### src/rtl/cov_cfg.svh
`ifndef COV_CFG_SVH
`define COV_CFG_SVH

// matrix dimensions
`define COV_STATE_DIM 4
// H picks states 0 .. COV_MEAS_DIM-1
`define COV_MEAS_DIM  2

// fixed point element format, Q8.8
`define COV_DATA_W    16
`define COV_FRAC_W    8

// accumulator, holds a full sum of N products
`define COV_ACC_W     40

`endif
### src/rtl/cov_pkg.sv
`include "cov_cfg.svh"

package cov_pkg;

    typedef logic signed [`COV_DATA_W-1:0] elem_t;

    // row-major, index [row][col]
    typedef elem_t [`COV_STATE_DIM-1:0][`COV_STATE_DIM-1:0] mat_t;
    typedef elem_t [`COV_STATE_DIM-1:0][`COV_MEAS_DIM-1:0]  kmat_t;
    typedef elem_t [`COV_MEAS_DIM-1:0][`COV_MEAS_DIM-1:0]   rmat_t;

    typedef struct packed {
        kmat_t k;
        rmat_t r;
        mat_t  p;
    } kf_in_t;

    typedef struct packed {
        mat_t a;
        mat_t b;
    } mm_ops_t;

    typedef enum logic [2:0] {
        PH_IDLE,
        PH_KR,
        PH_KRKT,
        PH_IKHP,
        PH_IKHPIKHT,
        PH_SUM,
        PH_DONE
    } phase_e;

    // clamp a wide signed value into the element range
    function automatic elem_t sat_elem(input logic signed [`COV_ACC_W-1:0] x);
        logic signed [`COV_ACC_W-1:0] hi;
        logic signed [`COV_ACC_W-1:0] lo;
        hi = {{(`COV_ACC_W-`COV_DATA_W+1){1'b0}}, {(`COV_DATA_W-1){1'b1}}};
        lo = {{(`COV_ACC_W-`COV_DATA_W+1){1'b1}}, {(`COV_DATA_W-1){1'b0}}};
        if (x > hi) begin
            return hi[`COV_DATA_W-1:0];
        end else if (x < lo) begin
            return lo[`COV_DATA_W-1:0];
        end
        return x[`COV_DATA_W-1:0];
    endfunction

endpackage

### src/rtl/cov_update_top.sv
`timescale 1ns/1ps

module cov_update_top (
    input  logic            clk,
    input  logic            rst_n,
    input  cov_pkg::kf_in_t in_i,
    input  logic            start_i,
    output cov_pkg::mat_t   p_o,
    output logic            done_o
);
    import cov_pkg::*;

    phase_e  phase;
    logic    mm_go;
    logic    mm_done;
    logic    cap_en;
    mat_t    ikh;
    mat_t    kr;
    mat_t    ikhp;
    mat_t    mm_c;
    mm_ops_t mm_ops;

    cov_seq u_seq (
        .clk       (clk),
        .rst_n     (rst_n),
        .start_i   (start_i),
        .mm_done_i (mm_done),
        .phase_o   (phase),
        .mm_go_o   (mm_go),
        .cap_en_o  (cap_en),
        .done_o    (done_o)
    );

    ikh_builder u_ikh (
        .k_i   (in_i.k),
        .ikh_o (ikh)
    );

    operand_mux u_mux (
        .phase_i (phase),
        .in_i    (in_i),
        .ikh_i   (ikh),
        .kr_i    (kr),
        .ikhp_i  (ikhp),
        .ops_o   (mm_ops)
    );

    // single multiplier shared by all four products
    matmul_engine u_mm (
        .clk    (clk),
        .rst_n  (rst_n),
        .go_i   (mm_go),
        .ops_i  (mm_ops),
        .c_o    (mm_c),
        .done_o (mm_done)
    );

    matrix_store u_store (
        .clk      (clk),
        .rst_n    (rst_n),
        .phase_i  (phase),
        .cap_en_i (cap_en),
        .c_i      (mm_c),
        .kr_o     (kr),
        .ikhp_o   (ikhp),
        .p_o      (p_o)
    );

endmodule

### src/rtl/matrix_store.sv
`timescale 1ns/1ps
`include "cov_cfg.svh"

module matrix_store (
    input  logic            clk,
    input  logic            rst_n,
    input  cov_pkg::phase_e phase_i,
    input  logic            cap_en_i,
    input  cov_pkg::mat_t   c_i,
    output cov_pkg::mat_t   kr_o,
    output cov_pkg::mat_t   ikhp_o,
    output cov_pkg::mat_t   p_o
);
    import cov_pkg::*;

    localparam int N = `COV_STATE_DIM;

    mat_t krkt_q;
    mat_t ikhpikht_q;
    mat_t sum_w;

    // ------------------------------
    // final element-wise sum
    // ------------------------------
    always_comb begin : sum_blk
        elem_t                        ea;
        elem_t                        eb;
        logic signed [`COV_ACC_W-1:0] s;
        for (int r = 0; r < N; r++) begin
            for (int c = 0; c < N; c++) begin
                ea = krkt_q[r][c];
                eb = ikhpikht_q[r][c];
                s  = ea + eb;
                sum_w[r][c] = sat_elem(s);
            end
        end
    end

    // slot picked by the phase the sequencer reports
    always_ff @(posedge clk or negedge rst_n) begin
        if (!rst_n) begin
            kr_o       <= '0;
            krkt_q     <= '0;
            ikhp_o     <= '0;
            ikhpikht_q <= '0;
            p_o        <= '0;
        end else if (cap_en_i) begin
            case (phase_i)
                PH_KR:       kr_o       <= c_i;
                PH_KRKT:     krkt_q     <= c_i;
                PH_IKHP:     ikhp_o     <= c_i;
                PH_IKHPIKHT: ikhpikht_q <= c_i;
                PH_SUM:      p_o        <= sum_w;
                default: begin
                end
            endcase
        end
    end

endmodule

### src/rtl/matmul_engine.sv
`timescale 1ns/1ps
`include "cov_cfg.svh"

module matmul_engine (
    input  logic             clk,
    input  logic             rst_n,
    input  logic             go_i,
    input  cov_pkg::mm_ops_t ops_i,
    output cov_pkg::mat_t    c_o,
    output logic             done_o
);
    import cov_pkg::*;

    localparam int N  = `COV_STATE_DIM;
    localparam int IW = $clog2(N);
    localparam logic [IW-1:0] LAST = IW'(N - 1);

    logic                            busy_q;
    logic [IW-1:0]                   row_q;
    logic [IW-1:0]                   col_q;
    logic [IW-1:0]                   k_q;
    logic signed [`COV_ACC_W-1:0]    acc_q;
    elem_t                           a_el;
    elem_t                           b_el;
    logic signed [2*`COV_DATA_W-1:0] prod;
    logic signed [`COV_ACC_W-1:0]    sum;

    // one multiply-accumulate per cycle
    always_comb begin
        a_el = ops_i.a[row_q][k_q];
        b_el = ops_i.b[k_q][col_q];
        prod = a_el * b_el;
        sum  = acc_q + prod;
    end

    always_ff @(posedge clk or negedge rst_n) begin
        if (!rst_n) begin
            busy_q <= 1'b0;
            row_q  <= '0;
            col_q  <= '0;
            k_q    <= '0;
            acc_q  <= '0;
            c_o    <= '0;
            done_o <= 1'b0;
        end else begin
            done_o <= 1'b0;
            if (go_i) begin
                busy_q <= 1'b1;
                row_q  <= '0;
                col_q  <= '0;
                k_q    <= '0;
                acc_q  <= '0;
            end else if (busy_q) begin
                if (k_q == LAST) begin
                    // last inner term, rescale Q16.16 back to Q8.8
                    c_o[row_q][col_q] <= sat_elem(sum >>> `COV_FRAC_W);
                    acc_q <= '0;
                    k_q   <= '0;
                    if (col_q == LAST) begin
                        col_q <= '0;
                        if (row_q == LAST) begin
                            busy_q <= 1'b0;
                            done_o <= 1'b1;
                        end else begin
                            row_q <= row_q + 1'b1;
                        end
                    end else begin
                        col_q <= col_q + 1'b1;
                    end
                end else begin
                    acc_q <= sum;
                    k_q   <= k_q + 1'b1;
                end
            end
        end
    end

endmodule

### src/rtl/operand_mux.sv
`timescale 1ns/1ps
`include "cov_cfg.svh"

module operand_mux (
    input  cov_pkg::phase_e  phase_i,
    input  cov_pkg::kf_in_t  in_i,
    input  cov_pkg::mat_t    ikh_i,
    input  cov_pkg::mat_t    kr_i,
    input  cov_pkg::mat_t    ikhp_i,
    output cov_pkg::mm_ops_t ops_o
);
    import cov_pkg::*;

    localparam int N = `COV_STATE_DIM;
    localparam int M = `COV_MEAS_DIM;

    mat_t k_pad;
    mat_t kt_pad;
    mat_t r_pad;
    mat_t ikh_t;

    // ------------------------------
    // padded and transposed views
    // ------------------------------
    for (genvar r = 0; r < N; r++) begin : g_row
        for (genvar c = 0; c < N; c++) begin : g_col
            if (c < M) begin : g_k
                assign k_pad[r][c] = in_i.k[r][c];
            end else begin : g_kz
                assign k_pad[r][c] = '0;
            end
            // K transposed lands in the top rows only
            if (r < M) begin : g_kt
                assign kt_pad[r][c] = in_i.k[c][r];
            end else begin : g_ktz
                assign kt_pad[r][c] = '0;
            end
            if (r < M && c < M) begin : g_r
                assign r_pad[r][c] = in_i.r[r][c];
            end else begin : g_rz
                assign r_pad[r][c] = '0;
            end
            assign ikh_t[r][c] = ikh_i[c][r];
        end
    end

    always_comb begin
        ops_o = '0;
        case (phase_i)
            PH_KR: begin
                ops_o.a = k_pad;
                ops_o.b = r_pad;
            end
            PH_KRKT: begin
                ops_o.a = kr_i;
                ops_o.b = kt_pad;
            end
            PH_IKHP: begin
                ops_o.a = ikh_i;
                ops_o.b = in_i.p;
            end
            PH_IKHPIKHT: begin
                ops_o.a = ikhp_i;
                ops_o.b = ikh_t;
            end
            default: begin
                ops_o = '0;
            end
        endcase
    end

endmodule

### src/rtl/ikh_builder.sv
`timescale 1ns/1ps
`include "cov_cfg.svh"

module ikh_builder (
    input  cov_pkg::kmat_t k_i,
    output cov_pkg::mat_t  ikh_o
);
    import cov_pkg::*;

    localparam int N = `COV_STATE_DIM;
    localparam int M = `COV_MEAS_DIM;
    localparam logic signed [`COV_ACC_W-1:0] ONE_W = 1 <<< `COV_FRAC_W;

    // K*H is K followed by zero columns
    for (genvar r = 0; r < N; r++) begin : g_row
        for (genvar c = 0; c < N; c++) begin : g_col
            localparam logic signed [`COV_ACC_W-1:0] BASE = (r == c) ? ONE_W : '0;
            if (c < M) begin : g_k
                // 1 - K on the diagonal, -K elsewhere
                assign ikh_o[r][c] = sat_elem(BASE - k_i[r][c]);
            end else begin : g_id
                assign ikh_o[r][c] = sat_elem(BASE);
            end
        end
    end

endmodule

### src/rtl/cov_seq.sv
`timescale 1ns/1ps

module cov_seq (
    input  logic            clk,
    input  logic            rst_n,
    input  logic            start_i,
    input  logic            mm_done_i,
    output cov_pkg::phase_e phase_o,
    output logic            mm_go_o,
    output logic            cap_en_o,
    output logic            done_o
);
    import cov_pkg::*;

    logic start_q;
    logic start_edge;
    logic prod_phase;

    assign start_edge = start_i & ~start_q;
    assign prod_phase = phase_o inside {PH_KR, PH_KRKT, PH_IKHP, PH_IKHPIKHT};

    // store takes the engine result as the product ends, p_o in PH_SUM
    assign cap_en_o = (prod_phase & mm_done_i) | (phase_o == PH_SUM);

    // ------------------------------
    // phase FSM
    // ------------------------------
    always_ff @(posedge clk or negedge rst_n) begin
        if (!rst_n) begin
            start_q <= 1'b0;
            phase_o <= PH_IDLE;
            mm_go_o <= 1'b0;
            done_o  <= 1'b0;
        end else begin
            start_q <= start_i;
            mm_go_o <= 1'b0;
            case (phase_o)
                PH_IDLE: begin
                    // start edges outside idle are ignored
                    if (start_edge) begin
                        phase_o <= PH_KR;
                        mm_go_o <= 1'b1;
                    end
                end
                PH_KR: begin
                    if (mm_done_i) begin
                        phase_o <= PH_KRKT;
                        mm_go_o <= 1'b1;
                    end
                end
                PH_KRKT: begin
                    if (mm_done_i) begin
                        phase_o <= PH_IKHP;
                        mm_go_o <= 1'b1;
                    end
                end
                PH_IKHP: begin
                    if (mm_done_i) begin
                        phase_o <= PH_IKHPIKHT;
                        mm_go_o <= 1'b1;
                    end
                end
                PH_IKHPIKHT: begin
                    if (mm_done_i) begin
                        phase_o <= PH_SUM;
                    end
                end
                PH_SUM: begin
                    phase_o <= PH_DONE;
                end
                PH_DONE: begin
                    // done stays up at least one cycle, then follows start_i
                    done_o <= 1'b1;
                    if (done_o && !start_i) begin
                        done_o  <= 1'b0;
                        phase_o <= PH_IDLE;
                    end
                end
                default: begin
                    phase_o <= PH_IDLE;
                end
            endcase
        end
    end

endmodule

### config.mk
export PLATFORM = sky130hd
export DESIGN_NAME = cov_update_top
export DESIGN_NICKNAME = d
export VERILOG_FILES = /design/src/rtl/cov_pkg.sv /design/src/rtl/cov_update_top.sv /design/src/rtl/matrix_store.sv /design/src/rtl/matmul_engine.sv /design/src/rtl/operand_mux.sv /design/src/rtl/ikh_builder.sv /design/src/rtl/cov_seq.sv
export VERILOG_INCLUDE_DIRS = /design/src /design/src/rtl
export SDC_FILE = /design/constraint.sdc
export NUM_CORES = 2
export LEC_CHECK = 0
export BUFFER_PORTS_ARGS = -buffer_cell sky130_fd_sc_hd__clkbuf_2
export CORE_UTILIZATION = 53
export CTS_BUF_LIST = sky130_fd_sc_hd__clkbuf_16
export CTS_CLUSTER_SIZE = 28
export DETAILED_ROUTE_END_ITERATION = 12
export PLACE_DENSITY_LB_ADDON = 0.05
export RECOVER_POWER = 100
export SLEW_MARGIN = 20
export SYNTH_ARGS = -nofsm -noshare
export SYNTH_HDL_FRONTEND = slang
export SYNTH_SLANG_ARGS = --single-unit
### constraint.sdc
create_clock -name clk -period 19.5 [get_ports clk]
set_input_delay 1.95 -clock clk [delete_from_list [all_inputs] [get_ports clk]]
set_output_delay 1.95 -clock clk [all_outputs]
set_load 0.02 [all_outputs]
# Yosys cells after proc, flatten, opt, wreduce, memory -nomap -nowiden
# Cells that the tools add are included.
[op_classes]
magnitude_cmp = 55
n_eq_ne = 16
n_mul = 1
shift = 0
n_mux = 181
reduce_logical = 19
n_bitwise = 5
div_mod_pow = 0
add_sub_neg = 28
[op_table]
columns = ["operator", "count"]
rows = [
  ["$pmux 512 s4", 1],
  ["$mux 16", 81],
  ["$gt 40x16->1 const B", 24],
  ["$lt 40x16->1 const B", 24],
  ["$add 16x16->17", 16],
  ["$bmux 64 s2", 2],
  ["$bwmux 256", 1],
  ["$mux 64", 3],
  ["$demux 64 s2", 1],
  ["$mux 40", 3],
  ["$sub 1x16->17 const A", 6],
  ["$mux 1", 66],
  ["$bmux 16 s2", 2],
  ["$add 40x32->40", 1],
  ["$sub 10x16->17 const A", 2],
  ["$demux 16 s2", 1],
  ["$gt 32x16->1 const B", 1],
  ["$lt 32x16->1 const B", 1],
  ["$mul 16x16->32", 1],
  ["$mux 2", 12],
  ["$pmux 3 s7", 1],
  ["$mux 3", 6],
  ["$ne 2x1->1 const B", 6],
  ["$reduce_and 2->1", 6],
  ["other kinds (21)", 37],
]
[word_totals]
rom_bits = 0
n_memories = 0
latchBits = 0
ff_bits = 1590
ramBits = 0

# Longest topological paths before layout
[logic_depth]
depth_word = 23
depth_mapped = 44
ltp_nobuf = 37

# Modules after synthesis
# A second synthesis with hierarchy kept.
[hier_totals]
hier_cells = 9978
hier_area_um2 = 108032.4
[modules_own_cells]
columns = ["mod", "seq_area_each_um2", "n_inst", "cells_per_inst", "area_each_um2"]
rows = [
  ["matrix_store", 32030.7, 1, 4768, 59612.2],
  ["matmul_engine", 7607.3, 1, 2653, 28975.3],
  ["operand_mux", 0.0, 1, 1804, 14680.3],
  ["ikh_builder", 0.0, 1, 722, 4464.3],
  ["cov_seq", 150.1, 1, 31, 300.3],
]

# Worst setup path before layout
# No wires, ideal clock.
[synth_path]
path_kind = "input to register"
from = "in in_i[361] (netlist name)"
to = "reg u_mm.c_o[211] (netlist name)"
stages = 37
slack_ns = 7.240
n_path_buf = 5
arrival_time_ns = 12.123
required_ns = 19.363
path_cell_list = "or4_1 -> or3_1 -> nor4_1 -> a21oi_1 -> a211oi_1 -> nor3_1 -> o21ai_1 -> a21oi_1 -> a221oi_1 -> clkbuf_1 -> nor2_1 -> fa_1 -> fa_1 -> inv_1 -> fa_1 -> fa_1 -> inv_1 -> fa_1 -> inv_1 -> fa_1 -> inv_1 -> ha_1 -> clkbuf_1 -> o21ai_0 -> o21bai_1 -> a21o_1 -> a21oi_1 -> nor4b_1 -> a21o_1 -> xnor2_1 -> or4_1 -> or4b_1 -> buf_2 -> buf_2 -> a21oi_1 -> buf_2 -> a21oi_1"
[synth_between]
elab_chain_cells = 23
elab_cells_between_ends = 31
classes_between = "add/sub: 2; mul: 1; order compare: 4; mux: 24"
[synth_rtl]
columns = ["item", "line_no", "source"]
rows = [
  ["from (decl)", "cov_update_top.sv:6", "input cov_pkg::kf_in_t in_i,"],
  ["$sub 1x16->17", "ikh_builder.sv:20", "assign ikh_o[r][c] = sat_elem(BASE - k_i[r][c]);"],
  ["$lt 40x16->1", "cov_pkg.sv:41", "end else if (x < lo) begin"],
  ["$mux 1", "cov_pkg.sv:41", ""],
  ["$mux 1", "cov_pkg.sv:39", "if (x > hi) begin"],
  ["$mux 16", "cov_pkg.sv:44", "return x[`COV_DATA_W-1:0];"],
  ["$pmux 512 s4 *", "operand_mux.sv:49", "case (phase_i)"],
  ["$bmux 64 s2 (on tied branches)", "matmul_engine.sv:30, matmul_engine.sv:31", ""],
  ["$mux 64 (on tied branches)", "matmul_engine.sv:30, matmul_engine.sv:31", ""],
  ["[... 7 more ...]", "--", ""],
  ["$mux 1", "matmul_engine.sv:54", "if (k_q == LAST) begin"],
  ["$mux 1", "matmul_engine.sv:53", "end else if (busy_q) begin"],
  ["$mux 1", "matmul_engine.sv:47", "if (go_i) begin"],
  ["$mux 16 *", "cov_pkg.sv:44", ""],
  ["$mux 16 *", "matmul_engine.sv:54", ""],
  ["$mux 16 *", "matmul_engine.sv:53", ""],
  ["$mux 16 *", "matmul_engine.sv:47", ""],
  ["$bwmux 256 *", "matmul_engine.sv:56", "c_o[row_q][col_q] <= sat_elem(sum >>> `COV_FRAC_W);"],
  ["to (signal, indexed assignment)", "matmul_engine.sv:56", ""],
  ["to (decl)", "matmul_engine.sv:9", "output cov_pkg::mat_t c_o,"],
]
# Every way passes the cells marked *; elsewhere a longest branch is shown, timed or not. The select of a mux whose other input is x is not followed.
# A chain may end at the register's enable or synchronous reset.

# Worst setup path in the final report
[layout_path]
from = "reg u_seq.phase_o[2]"
to = "reg u_store.ikhp_o[45] (netlist name)"
[layout_between]
elab_chain_cells = 5
elab_cells_between_ends = 9
classes_between = "eq/ne: 5; bitwise: 2; reduce/logical: 2"
[layout_rtl]
columns = ["item", "line_no", "source"]
rows = [
  ["from (decl)", "cov_seq.sv:8", "output cov_pkg::phase_e phase_o,"],
  ["from (signal assigned)", "cov_seq.sv:31", "phase_o <= PH_IDLE;"],
  ["from (signal assigned)", "cov_seq.sv:41", "phase_o <= PH_KR;"],
  ["from (signal assigned)", "cov_seq.sv:47", "phase_o <= PH_KRKT;"],
  ["$eq 3x1->1, or another cell as far along", "cov_seq.sv:20", "assign prod_phase = phase_o inside {PH_KR, PH_KRKT, PH_IKHP, PH_IKHPIKHT};"],
  ["$reduce_bool 4->1", "cov_seq.sv:20", ""],
  ["$and 1x1->1", "cov_seq.sv:23", "assign cap_en_o = (prod_phase & mm_done_i) | (phase_o == PH_SUM);"],
  ["$or 1x1->1", "cov_seq.sv:23", ""],
  ["$reduce_and 2->1 (no line) *", "--", ""],
  ["to (signal assigned)", "matrix_store.sv:51", "PH_IKHP: ikhp_o <= c_i;"],
  ["to (decl)", "matrix_store.sv:11", "output cov_pkg::mat_t ikhp_o,"],
]
# Every way passes the cells marked *; elsewhere a longest branch is shown, timed or not.

==> flow_summary.toml <==
[critical_path]
cp.required_ns = 20.22
cp-start-kind = "flip-flop"
cp-end-kind = "flip-flop"
worstSetupPathType = "reg2reg"
r2r-start = "u_seq.phase_o[2]"
crit_fanout = 159
crit_start = "u_seq.phase_o[2]"
reg2reg_slack_ns = 2.32
cp_data_arrival_time_ns = 17.90

[routing]
drc = 0
first_iter_violations = 9030
viasPerCell = 6.58
wire_per_inst_um = 32.4
ant_nets = 0
via_count = 81800
totalWireLength_um = 403000
dr.pass1.iters = 6

[synthesis]
yosysUniqueCellTypes = 91
syn_area_mm2 = 0.0972
synth_enable_flop_cells = 0
synth-seq-area-share_pct = 40.9
synth_top_cell_by_area = "dfrtp_1"
synthCells = 9400
yosysTopAreaCellShare_pct = 40.9
ys.flop_type = "dfrtp_1"
async_flop_share_pct = 100
ys_seq_elements = 1590
syn_avg_cell_area_um2 = 10.3
synth_nets = 10600
ys_warn_count = 0
synth.area.top_cells = "dfrtp_1 (41%), mux2_2 (12%), fa_1 (7.1%)"

[placed_design]
portBuffers = 707
hpwl_um = 297000
place_congestion = 1.10
dp_cells = 12100
post-place-ws_ns = 4.49

[clock_network]
ctsHoldBuffers = 0
clkSinkCount = 1590
htreeDepth = 4
insertion_delay_ns = 0.88
cts_tree = "built"
cts_buffers = 175
post_cts_resized = 0
postCtsSetupRepairBufs = 0
clkTransAtPathRegs_ns = 0.06
root_buffer = "clkbuf_16"
cts_buffer_depth = 3

[sta]
rsz0062_at_grt = "no"
fin_ws_ns = 2.32
worst_clock_skew_ns = 0.0499
relSlewSlack_pct = -683
fin_tns_setup_ns = 0
max_freq_mhz = 58.2
slew_violations = 2671
hold_viol = 0
tightestPinTransition_ns = 11.75
fin_crit_ns = 17.18
period_share_pct = 88.1
setup_viol = 0

[final_layout]
fin_cells = 12400
areaGrowthSynthToFinish_pct = 11.6
drive_above_1_share_pct = 20.1
nNetsFinal = 11100
n_fill_cell = 15700

[floorplan]
die_w_um = 430
ios = 708
fp.dieArea_mm2 = 0.185
die_y_um = 430
coreArea_mm2 = 0.182
fp-row-count = 156
start_util_pct = 53.6

[min_path]
hold_start = "u_store.p_o[209]"
min_path_type = "reg2reg"

[run]
cap_violations = 49

[grt]
grt_pass1_wl_um = 580000
grt_overflow = 0
grt_max_degree = 183
grt_pass1_vias = 80900
antenna_found_initial = 51
grt_util_all_layers_pct = 43.3

[status]
status = "finished with violations"
violations = "max-capacitance violations, max-slew violations"
==> area by class of cell <==
class | instances | area, um^2 | share of cell area, %
inverter | 507 | 1910 | 1.76
sequential | 1590 | 39800 | 36.7
tap | 2370 | 2970 | 2.73
timing repair buffer | 883 | 4470 | 4.12
clock buffer | 177 | 4430 | 4.08
multi-input combinational | 6725 | 53500 | 49.3
clock inverter | 145 | 1300 | 1.20
antenna | 29 | 72.6 | 0.0669
==> routing by layer <==
layer | vias to the layer above | track usage (%) | share of wire, % | wire [um]
met5 | - | 0 | 0.052 | 208
met4 | 32 | 34.1 | 9.4 | 37800
met3 | 1223 | 10.6 | 9.2 | 37000
met2 | 4349 | 64.3 | 43 | 175000
met1 | 41600 | 54.2 | 38 | 153000
li1 | 34600 | - | - | -
==> registers in the layout, summed over array words and instances (netlist names) <==
register,cells
u_mm.busy_q,1
u_mm.c_o,256
u_seq.phase_o,3
u_store.p_o,256
u_store.kr_o,256
u_mm.acc_q,40
u_store.ikhp_o,256
u_mm.done_o,1
u_mm.k_q,2
u_mm.row_q,2
u_store.sum_blk.ea,16
u_seq.done_o,1
u_store.ikhpikht_q,240
u_seq.start_q,1
u_store.sum_blk.eb,16
u_mm.col_q,2
u_seq.mm_go_o,1
u_store.krkt_q,240
==> stage by stage <==
step / hold slack (ns) / utilization (%) / area [um^2]
4_1_cts: 0.484 / 60.0 / 109000
6_report: 0.476 / 59.7 / 108000
5_1_grt: 0.503 / 59.7 / 108000
3_3_place_gp: 0.465 / 56.8 / 103000
2_1_floorplan: 0.455 / - / 97200
3_5_place_dp: 0.470 / 56.8 / 103000
==> Yosys cell counts (all sizes together), types with 98 or more instances <==
cell type / number
dfrtp: 1590
mux2: 1036
nor2: 835
a21oi: 822
nand2: 542
inv: 506
clkbuf: 447
ha: 387
o21ai: 380
fa: 347
a221oi: 210
xnor2: 190
mux2i: 146
nor3: 145
buf: 131
nor2b: 105
o21a: 103
nand2b: 98
==> cell usage in the layout, fill, tap and decap left out, drive strengths merged, types with 37 or more instances in the layout <==
cell / n
nand2b: 98
inv: 536
mux2i: 146
ha: 387
fa: 347
a22o: 44
and3: 37
xnor2: 190
a21o: 85
clkbuf: 934
buf: 126
clkinv: 88
nor2: 835
nand3: 85
o21ai: 380
o31ai: 83
dfrtp: 1590
o21a: 103
nand2: 542
mux2: 1036
nor3: 145
a22oi: 97
o211ai: 52
a31oi: 62
nor2b: 105
o221ai: 40
a221oi: 210
or3: 48
a21oi: 822
o22ai: 68
a211oi: 58
xor2: 97
and2: 66
==> critical path, stage by stage (launching register included) <==
cell,delay [ns]
dfrtp_1,0.80
clkbuf_1,1.63
and3b_1,0.41
clkbuf_1,0.56
clkbuf_1,1.02
nand2_1,1.53
clkbuf_1,7.96
clkbuf_2,2.46
mux2_2,0.45
==> cell families after synthesis <==
kind of cell	share of synthesized area, %
simple gates	10.2
xor+xnor	2.59
flops	40.9
buf+inv	4.31
compound gates	15.7
mux	14.2
fa+ha+maj	12.1
==> final timing paths <==
| path | depth (start not counted) | endpoint |
|---|---|---|
| max | 8 | u_store.ikhp_o[45] |
| min | 2 | u_store.p_o[209] |
| max reg2reg | 8 | u_store.ikhp_o[45] |
| min reg2reg | 2 | u_store.p_o[209] |
| max in group asynchronous | 4 | u_store.p_o[236] |
| min in group asynchronous | 1 | u_mm.acc_q[19] |
Power is not shown: default switching activity piles up to over one toggle a cycle in this logic, so the estimate is an artifact.
